$ cat src/rtl/grn_net_pkg.sv
package grn_net_pkg;

  // ~~~~~~~~~~~~~~~~~~~~~~~~~~~~~~~~~~~~~~~~~~~~~~~~~~
  // network size
  // ~~~~~~~~~~~~~~~~~~~~~~~~~~~~~~~~~~~~~~~~~~~~~~~~~~

  localparam int NODES = 70;    // nodes on the ring.

  // Wide enough for the longest transient or period we ever expect to count.
  localparam int COUNT_W = 29;

  // ~~~~~~~~~~~~~~~~~~~~~~~~~~~~~~~~~~~~~~~~~~~~~~~~~~
  // state and counter types
  // ~~~~~~~~~~~~~~~~~~~~~~~~~~~~~~~~~~~~~~~~~~~~~~~~~~

  // bit i holds node i.
  typedef logic [NODES-1:0] net_state_t;

  typedef logic [COUNT_W-1:0] count_t;  // unsigned step count.

endpackage
$ cat src/rtl/grn_job_pkg.sv
package grn_job_pkg;

  import grn_net_pkg::*;

  // ~~~~~~~~~~~~~~~~~~~~~~~~~~~~~~~~~~~~~~~~~~~~~~~~~~
  // input job word
  // ~~~~~~~~~~~~~~~~~~~~~~~~~~~~~~~~~~~~~~~~~~~~~~~~~~

  // Both bounds are inclusive.
  typedef struct packed {
    net_state_t last_state;
    net_state_t first_state;
  } state_range_t;

  // ~~~~~~~~~~~~~~~~~~~~~~~~~~~~~~~~~~~~~~~~~~~~~~~~~~
  // output result word
  // ~~~~~~~~~~~~~~~~~~~~~~~~~~~~~~~~~~~~~~~~~~~~~~~~~~

  // one of these per initial state, 128 bits in all.
  typedef struct packed {
    net_state_t meet_state;  // where tortoise and hare met.
    count_t     transient;
    count_t     period;
  } attractor_result_t;

endpackage

$ cat src/rtl/grn_attractor_top.sv
`timescale 1ns/1ps

module grn_attractor_top import grn_net_pkg::*, grn_job_pkg::*; #(
  parameter int DEPTH_LOG2 = 3
) (
  input  logic              clk,
  input  logic              rst,
  input  logic              start,
  input  state_range_t      job_data,
  input  logic              job_we,
  output logic              job_full,
  input  logic              end_of_jobs,
  input  logic              result_re,
  output attractor_result_t result_data,
  output logic              result_empty,
  output logic              done
);

  localparam int JOB_W    = $bits(state_range_t);
  localparam int RESULT_W = $bits(attractor_result_t);

  state_range_t      job_word;
  logic              job_re;
  logic              job_empty;
  attractor_result_t result_word;
  logic              result_we;
  logic              result_full;
  logic              load;
  logic              advance_tortoise;
  logic              advance_hare;
  net_state_t        init_state;
  net_state_t        tortoise_state;
  net_state_t        hare_state;

  // ~~~~~~~~~~~~~~~~~~~~~~~~~~~~~~~~~~~~~~~~~~~~~~~~~~
  // host queues
  // ~~~~~~~~~~~~~~~~~~~~~~~~~~~~~~~~~~~~~~~~~~~~~~~~~~

  grn_sync_fifo #(.WIDTH(JOB_W), .DEPTH_LOG2(DEPTH_LOG2)) job_fifo_i (
    .clk(clk), .rst(rst),
    .we(job_we), .wdata(job_data),
    .re(job_re), .rdata(job_word),
    .full(job_full), .empty(job_empty)
  );

  grn_sync_fifo #(.WIDTH(RESULT_W), .DEPTH_LOG2(DEPTH_LOG2)) result_fifo_i (
    .clk(clk), .rst(rst),
    .we(result_we), .wdata(result_word),
    .re(result_re), .rdata(result_data),
    .full(result_full), .empty(result_empty)
  );

  // ~~~~~~~~~~~~~~~~~~~~~~~~~~~~~~~~~~~~~~~~~~~~~~~~~~
  // tortoise and hare
  // ~~~~~~~~~~~~~~~~~~~~~~~~~~~~~~~~~~~~~~~~~~~~~~~~~~

  grn_state_stepper #(.STEPS(1)) tortoise_i (
    .clk(clk), .rst(rst), .hold_n(start),
    .load(load), .advance(advance_tortoise),
    .init_state(init_state), .state(tortoise_state)
  );

  grn_state_stepper #(.STEPS(2)) hare_i (
    .clk(clk), .rst(rst), .hold_n(start),
    .load(load), .advance(advance_hare),
    .init_state(init_state), .state(hare_state)
  );

  grn_attractor_ctrl ctrl_i (
    .clk(clk), .rst(rst), .start(start), .end_of_jobs(end_of_jobs),
    .job_empty(job_empty), .job_word(job_word), .job_re(job_re),
    .tortoise_state(tortoise_state), .hare_state(hare_state),
    .load(load), .init_state(init_state),
    .advance_tortoise(advance_tortoise), .advance_hare(advance_hare),
    .result_full(result_full), .result_empty(result_empty),
    .result_we(result_we), .result_word(result_word), .done(done)
  );

endmodule

$ cat src/rtl/grn_attractor_ctrl.sv
`timescale 1ns/1ps

module grn_attractor_ctrl import grn_net_pkg::*, grn_job_pkg::*; (
  input  logic              clk,
  input  logic              rst,
  input  logic              start,
  input  logic              end_of_jobs,
  // input FIFO side.
  input  logic              job_empty,
  input  state_range_t      job_word,
  output logic              job_re,
  // steppers.
  input  net_state_t        tortoise_state,
  input  net_state_t        hare_state,
  output logic              load,
  output net_state_t        init_state,
  output logic              advance_tortoise,
  output logic              advance_hare,
  // output FIFO side.
  input  logic              result_full,
  input  logic              result_empty,
  output logic              result_we,
  output attractor_result_t result_word,
  output logic              done
);

  typedef enum logic [2:0] {
    IDLE,
    FETCH,
    LOAD,
    SEARCH,
    MEASURE,
    EMIT,
    FINISH
  } fsm_t;

  fsm_t       fsm_q;
  net_state_t cur_state;   // initial state being worked on.
  net_state_t last_state;  // inclusive upper bound of the job.
  net_state_t meet_q;
  count_t     trans_cnt;
  count_t     per_cnt;
  logic       search_hit;
  logic       period_hit;
  logic       range_end;

  // ~~~~~~~~~~~~~~~~~~~~~~~~~~~~~~~~~~~~~~~~~~~~~~~~~~
  // compares
  // ~~~~~~~~~~~~~~~~~~~~~~~~~~~~~~~~~~~~~~~~~~~~~~~~~~

  // Right after load both steppers hold the same state, so one advance has to come first.
  assign search_hit = (tortoise_state == hare_state) && (trans_cnt != '0);
  assign period_hit = (hare_state == meet_q) && (per_cnt != '0);
  assign range_end  = (cur_state >= last_state);

  assign init_state  = cur_state;
  assign result_word = '{meet_state: meet_q, transient: trans_cnt, period: per_cnt};

  // ~~~~~~~~~~~~~~~~~~~~~~~~~~~~~~~~~~~~~~~~~~~~~~~~~~
  // strobes and enables
  // ~~~~~~~~~~~~~~~~~~~~~~~~~~~~~~~~~~~~~~~~~~~~~~~~~~

  always_comb begin
    job_re           = 1'b0;
    load             = 1'b0;
    advance_tortoise = 1'b0;
    advance_hare     = 1'b0;
    result_we        = 1'b0;
    if (start) begin
      case (fsm_q)
        IDLE: begin
          job_re = !job_empty;
        end
        LOAD: begin
          load = 1'b1;
        end
        SEARCH: begin
          advance_tortoise = !search_hit;
          advance_hare     = !search_hit;
        end
        MEASURE: begin
          advance_hare = !period_hit;  // the tortoise rests here.
        end
        EMIT: begin
          result_we = !result_full;
        end
        default: begin
        end
      endcase
    end
  end

  // ~~~~~~~~~~~~~~~~~~~~~~~~~~~~~~~~~~~~~~~~~~~~~~~~~~
  // sequencing and counters
  // ~~~~~~~~~~~~~~~~~~~~~~~~~~~~~~~~~~~~~~~~~~~~~~~~~~

  always_ff @(posedge clk) begin
    if (rst) begin
      fsm_q     <= IDLE;
      trans_cnt <= '0;
      per_cnt   <= '0;
      done      <= 1'b0;
    end else if (start) begin
      case (fsm_q)
        IDLE: begin
          if (!job_empty) begin
            fsm_q <= FETCH;  // job_re is high this cycle.
          end else if (end_of_jobs) begin
            fsm_q <= FINISH;
          end
        end
        FETCH: begin
          cur_state  <= job_word.first_state;  // read data landed at the last edge.
          last_state <= job_word.last_state;
          fsm_q      <= LOAD;
        end
        LOAD: begin
          trans_cnt <= '0;
          per_cnt   <= '0;
          fsm_q     <= SEARCH;
        end
        SEARCH: begin
          if (search_hit) begin
            meet_q <= tortoise_state;
            // An initial state that already lies on its cycle has no transient.
            if (tortoise_state == cur_state) begin
              trans_cnt <= '0;
            end
            fsm_q <= MEASURE;
          end else begin
            trans_cnt <= trans_cnt + 1'b1;
          end
        end
        MEASURE: begin
          if (period_hit) begin
            fsm_q <= EMIT;
          end else begin
            per_cnt <= per_cnt + 1'b1;
          end
        end
        EMIT: begin
          if (!result_full) begin  // otherwise hold the result and wait.
            if (range_end) begin
              fsm_q <= IDLE;
            end else begin
              cur_state <= cur_state + net_state_t'(1);
              fsm_q     <= LOAD;
            end
          end
        end
        FINISH: begin
          if (!job_empty) begin
            fsm_q <= IDLE;
          end else if (end_of_jobs && result_empty) begin
            done <= 1'b1;  // sticky until reset.
          end
        end
        default: begin
          fsm_q <= IDLE;
        end
      endcase
    end
  end

  // ~~~~~~~~~~~~~~~~~~~~~~~~~~~~~~~~~~~~~~~~~~~~~~~~~~
  // checks
  // ~~~~~~~~~~~~~~~~~~~~~~~~~~~~~~~~~~~~~~~~~~~~~~~~~~

  a_no_result_overflow: assert property (
    @(posedge clk) disable iff (rst) result_we |-> !result_full
  ) else $error("result written into a full output fifo.");

  // Both steppers must show the loaded state one edge after the pulse.
  a_load_seen: assert property (
    @(posedge clk) disable iff (rst)
    load |=> (tortoise_state == $past(init_state)) && (hare_state == $past(init_state))
  ) else $error("steppers did not take the loaded state.");

endmodule

$ cat src/rtl/grn_state_stepper.sv
`timescale 1ns/1ps

module grn_state_stepper import grn_net_pkg::*; #(
  parameter int STEPS = 1
) (
  input  logic       clk,
  input  logic       rst,
  input  logic       hold_n,
  input  logic       load,
  input  logic       advance,
  input  net_state_t init_state,
  output net_state_t state
);

  // Majority of each node and its two ring neighbours, then a rotate left by one.
  function automatic net_state_t rule_step(input net_state_t s);
    net_state_t maj;
    int         up;
    int         dn;
    for (int i = 0; i < NODES; i++) begin
      up     = (i + 1) % NODES;
      dn     = (i + NODES - 1) % NODES;
      maj[i] = (s[i] & s[up]) | (s[i] & s[dn]) | (s[up] & s[dn]);
    end
    return {maj[NODES-2:0], maj[NODES-1]};
  endfunction

  net_state_t chain [STEPS+1];  // chain[n] is the state after n rule steps.

  assign chain[0] = state;

  for (genvar g = 0; g < STEPS; g++) begin : g_step
    assign chain[g+1] = rule_step(chain[g]);
  end

  always_ff @(posedge clk) begin
    if (rst) begin
      state <= '0;
    end else if (hold_n) begin
      if (load) begin
        state <= init_state;
      end else if (advance) begin
        state <= chain[STEPS];
      end
    end
  end

  // The controller owns both strobes, so a clash points at its FSM.
  a_load_xor_advance: assert property (@(posedge clk) disable iff (rst) !(load && advance))
    else $error("stepper got load and advance together.");

endmodule

$ cat src/rtl/grn_sync_fifo.sv
`timescale 1ns/1ps

module grn_sync_fifo #(
  parameter int WIDTH      = 8,
  parameter int DEPTH_LOG2 = 3
) (
  input  logic             clk,
  input  logic             rst,
  input  logic             we,
  input  logic [WIDTH-1:0] wdata,
  input  logic             re,
  output logic [WIDTH-1:0] rdata,
  output logic             full,
  output logic             empty
);

  localparam int DEPTH = 1 << DEPTH_LOG2;

  logic [WIDTH-1:0]      mem [DEPTH];
  logic [DEPTH_LOG2-1:0] wr_ptr;
  logic [DEPTH_LOG2-1:0] rd_ptr;
  logic [DEPTH_LOG2:0]   count;  // one bit wider than the pointers.
  logic                  do_write;
  logic                  do_read;

  assign full  = (count == (DEPTH_LOG2 + 1)'(DEPTH));
  assign empty = (count == '0);

  assign do_write = we && !full;   // illegal strobes are dropped.
  assign do_read  = re && !empty;

  // ~~~~~~~~~~~~~~~~~~~~~~~~~~~~~~~~~~~~~~~~~~~~~~~~~~
  // storage and read port
  // ~~~~~~~~~~~~~~~~~~~~~~~~~~~~~~~~~~~~~~~~~~~~~~~~~~

  always_ff @(posedge clk) begin
    if (do_write) begin
      mem[wr_ptr] <= wdata;
    end
    if (do_read) begin
      rdata <= mem[rd_ptr];  // valid the cycle after re.
    end
  end

  // ~~~~~~~~~~~~~~~~~~~~~~~~~~~~~~~~~~~~~~~~~~~~~~~~~~
  // pointers and occupancy
  // ~~~~~~~~~~~~~~~~~~~~~~~~~~~~~~~~~~~~~~~~~~~~~~~~~~

  always_ff @(posedge clk) begin
    if (rst) begin
      wr_ptr <= '0;
      rd_ptr <= '0;
      count  <= '0;
    end else begin
      if (do_write) begin
        wr_ptr <= wr_ptr + 1'b1;  // wraps on its own at DEPTH.
      end
      if (do_read) begin
        rd_ptr <= rd_ptr + 1'b1;
      end
      if (do_write && !do_read) begin
        count <= count + 1'b1;
      end else if (do_read && !do_write) begin
        count <= count - 1'b1;
      end
    end
  end

  // The producer and consumer sit in other modules, so these catch their misuse.
  a_no_write_when_full: assert property (@(posedge clk) disable iff (rst) we |-> !full)
    else $error("fifo written while full.");

  a_no_read_when_empty: assert property (@(posedge clk) disable iff (rst) re |-> !empty)
    else $error("fifo read while empty.");

endmodule

$ cat config.mk
export PLATFORM = sky130hd
export DESIGN_NAME = grn_attractor_top
export DESIGN_NICKNAME = d
export VERILOG_FILES = /design/src/rtl/grn_net_pkg.sv /design/src/rtl/grn_job_pkg.sv /design/src/rtl/grn_attractor_top.sv /design/src/rtl/grn_attractor_ctrl.sv /design/src/rtl/grn_state_stepper.sv /design/src/rtl/grn_sync_fifo.sv
export SDC_FILE = /design/constraint.sdc
export NUM_CORES = 2
export LEC_CHECK = 0
export BUFFER_PORTS_ARGS = -buffer_cell sky130_fd_sc_hd__buf_2
export CAP_MARGIN = 10
export CORE_ASPECT_RATIO = 1.75
export CORE_MARGIN = 4
export CORE_UTILIZATION = 60
export CTS_CLUSTER_DIAMETER = 200
export CTS_CLUSTER_SIZE = 14
export DETAILED_ROUTE_END_ITERATION = 7
export PLACE_DENSITY_LB_ADDON = 0.2
export SYNTH_ARGS = -nofsm -noshare
export SYNTH_HDL_FRONTEND = slang
export SYNTH_SLANG_ARGS = --single-unit
$ cat constraint.sdc
create_clock -name clk -period 21.1 [get_ports clk]
set_input_delay 4.22 -clock clk [delete_from_list [all_inputs] [get_ports clk]]
set_output_delay 4.22 -clock clk [all_outputs]
set_load 0.02 [all_outputs]
==> out/summary.md <==
The logs give 7.64 ns for the arrival time of the worst setup path and 0 for the yosys synthesis warning count. After detailed routing, the number of remaining DRC violations is 4. In the post-synthesis netlist, the biggest area contributors are sky130_fd_sc_hd__edfxtp_1, sky130_fd_sc_hd__mux4_2, sky130_fd_sc_hd__dfxtp_1. The final reports fail on DRC. Type of the most critical hold path: reg -> reg. The number of setup violations in the final report is 0, and the highest net fanout along the worst path is 117.

In this run the standard cell core region covers 0.1910 mm2. Final number of max-transition violations: 0. The count of flip-flops with a built-in enable after synthesis is 2622. Setup repair after global routing left no endpoint under its margin.

Dividing the synthesized area by the synthesized cell count gives 17.73 um2. With fillers left out, the area of the finished cells amounts to 0.1255 mm2. In the layout the commonest cells are sky130_fd_sc_hd__edfxtp_1, sky130_fd_sc_hd__mux4_2, sky130_fd_sc_hd__nand2_1.

The H-tree was split into 4 levels. The tools report the initial cell density of the core as 0.6037. The count of unique library cells instantiated by Yosys is 68.

The power density over the cells is 111.6 mW/mm2, and the highest ir drop seen on vdd is 0.1041 mV. In this run the tool buffered the top-level ports with 276 buffer cells. The routed via count divided by cell count works out to 6.598. The endpoint kind of the worst setup timing path was a register.

The critical path is of the in -> reg type. Static timing analysis puts the maximum clock frequency at 0.1394 GHz. On the final layout, the worst hold slack is 0.4113 ns. The post-CTS setup repair buffer count was 0; the non-filler instance count after layout was 9252. The initial antenna violation count is 43. The flow ran to the end, but the final reports show violations.

For this run, the detailed router's first-pass iteration total came to 8. sky130_fd_sc_hd__edfxtp_1 takes more of the synthesized area than any other cell. For this run the aggregate overflow at the end of global routing stands at 0.

The number of sinks on the clock net was 2844. Share of the cycle needed by the critical path after routing: 0.3401. Counting the fill cells in the layout gives 12714. The total vias in the final route was 61043; the post-CTS clock slew at the launch and capture registers of the worst setup and hold paths was 0.07 ns.

In this run, placement finished with an instance count of 8865. The top-area cell type share of the netlist area is 0.6829. Clock latency on the worst-skew pair, taken at its later pin, is 0.89 ns. The worst path in the final design needs a cycle of 7.176 ns, including I/O delays and setup.

The number of cells on the worst hold path is 0, and the final weighted congestion in routability-driven placement is 1.029. STA classifies the critical path startpoint as an input pin. At the worst endpoint, the required time is 21.56 ns.

For the number of global-route vias before repair, the log shows 61380. The placement row count was 212. The tools report the number of buffers inserted for hold repair after clock tree synthesis as 0. Between clock sinks in the finished design, the worst skew comes to 0.05211 ns.

The width of the die works out to 339.4 um. The final layout contains routed wiring with a total length of 273500 um. Detailed placement ended at an HPWL of 163900 um. The number of clock buffers inserted by TritonCTS was 229. The die covers 0.1995 mm2.

The sequential-to-total area share from yosys stat is 0.7215. In the final design database the tool counted 6870 nets. Most common library cell in the layout ignoring fill and taps: sky130_fd_sc_hd__edfxtp_1. The gate count of the mapped netlist is 6504, and the fraction of final layout cells with drive strength greater than 1 is 0.2174. The vertical extent of the die was 587.9 um. The count of pins on the block boundary came out at 277. For the count of endpoints failing hold in the final timing report, the log shows 0. The synthesized net count came out at 6737. The number of cells traversed by the worst register-to-register path is 8, and the total global-route track usage is 0.2732.

The power after layout is 14.01 mW. Once the clock tree was built, the resizer swapped 0 gates to a different size. The register cell area after layout was 0.08320 mm2. For the number of DRC markers in iteration 0, the log shows 6382. The number of max-capacitance violations reported is 0. For the normalized max-slew margin, the log shows 0.1083. The post-detailed-route wirelength per cell is 29.56 um. The remaining antenna violation count is 0, and the layout overhead on the synthesized area is 8.893%. TritonCTS built the clock tree. CTS placed an instance of sky130_fd_sc_hd__clkbuf_16 at the clock tree root. In this run the cell area measured after placement is 0.1191 mm2.

The number of storage elements in the synthesis netlist works out to 2844. The first global-routing pass estimated 405800 um of wire. The pin slew with the least headroom to its limit was 1.328 ns.

The share of synthesized flip-flops with an asynchronous set or reset was 0. For the largest net degree at the start of global routing, the log shows 219. Summed over all failing endpoints, the final setup total negative slack is 0 ns.

In the final layout, the multi-input gates occupy 0.03010 mm2. The logs give 4 for the maximum buffer depth of the clock tree and 38.71 nW for the leakage power figure. Among all flip-flop cells after synthesis, the most frequent one is sky130_fd_sc_hd__edfxtp_1. The synthesized netlist occupies a cell area of 0.1153 mm2.
## area by class of cell
| cell class | count | share of cell area |
|---|---|---|
| Inverter | 104 | 0.003189 |
| Multi-Input combinational cell | 3084 | 0.2398 |
| Timing Repair Buffer | 374 | 0.01871 |
| Clock inverter | 6 | 0.0006279 |
| Clock buffer | 359 | 0.05004 |
| Sequential cell | 2844 | 0.6627 |
| Antenna cell | 20 | 0.0003986 |
| Tap cell | 2461 | 0.02453 |
## path summary, 6_finish.rpt
| check | startpoint | slack (ns) | endpoint |
|---|---|---|---|
| setup / recovery | start | 13.92 | result_fifo_i.mem[3][91] |
| hold / removal | job_fifo_i.rdata[136] | 0.41 | ctrl_i.last_state[66] |
| setup reg to reg | hare_i.state[38] | 15.87 | ctrl_i.trans_cnt[2] |
| hold reg to reg | job_fifo_i.rdata[136] | 0.41 | ctrl_i.last_state[66] |
## registers in the layout (all words and copies together) (netlist names), 70 cells and up
name	flops
tortoise_i.state	70
job_fifo_i.rdata	140
hare_i.state	70
result_fifo_i.rdata	128
result_fifo_i.mem	1024
ctrl_i.init_state	70
job_fifo_i.mem	1120
ctrl_i.last_state	70
ctrl_i.meet_q	70
## cells by family after synthesis
group           Yosys count  synth area share
buf+inv                 576           0.01906
fa+ha+maj                87          0.009572
xor+xnor                294           0.02233
compound gates          879           0.05307
flops                  2844            0.7215
simple gates           1011           0.04283
mux                     813            0.1317
## per-stage QoR
stage	utilization	worst slack [ns]
2_1_floorplan	-	1.481
5_1_grt	0.6572	13.91
3_3_place_gp	0.6237	13.24
6_report	0.6574	13.92
4_1_cts	0.6570	14.10
3_5_place_dp	0.6237	13.19
## routing by layer
layer | GRT usage | share of wire | vias to the layer above
met3 | 0.04713 | 0.066 | 708
met5 | 0 | 0.00086 | -
met4 | 0.1437 | 0.060 | 38
met1 | 0.3343 | 0.36 | 31418
li1 | - | - | 26356
met2 | 0.4693 | 0.52 | 2523
## worst max-delay path, stage by stage
cell and delay (ns):
sky130_fd_sc_hd__buf_2 0.08, sky130_fd_sc_hd__buf_4 0.50, sky130_fd_sc_hd__nand3_1 0.37, sky130_fd_sc_hd__inv_1 0.29, sky130_fd_sc_hd__nand2_1 0.24, sky130_fd_sc_hd__nor3b_2 0.97, sky130_fd_sc_hd__buf_12 0.47
## power by group
part	leakage (nW)	switching [mW]	internal, mW
Clock	3.05	1.84	2.02
Sequential	25.1	0.476	6.72
Combinational	10.5	1.66	1.28
## synth_stat cells, drive strengths merged, types with 19 or more instances
cell type / count
a211oi: 42
inv: 102
buf: 94
or3: 22
a222oi: 69
mux4: 536
a21o: 73
a22o: 69
nand4: 80
edfxtp: 2622
nand2: 307
xnor2: 220
dfxtp: 222
nor3: 58
a211o: 60
mux2: 268
o21ai: 123
a31oi: 44
nor4: 110
or4: 24
o21a: 39
a21oi: 225
ha: 85
xor2: 74
nor2: 189
o31ai: 19
nand3: 136
clkbuf: 378
and3: 36
o211ai: 66
Note: power is estimated with default switching activity, not from simulation.
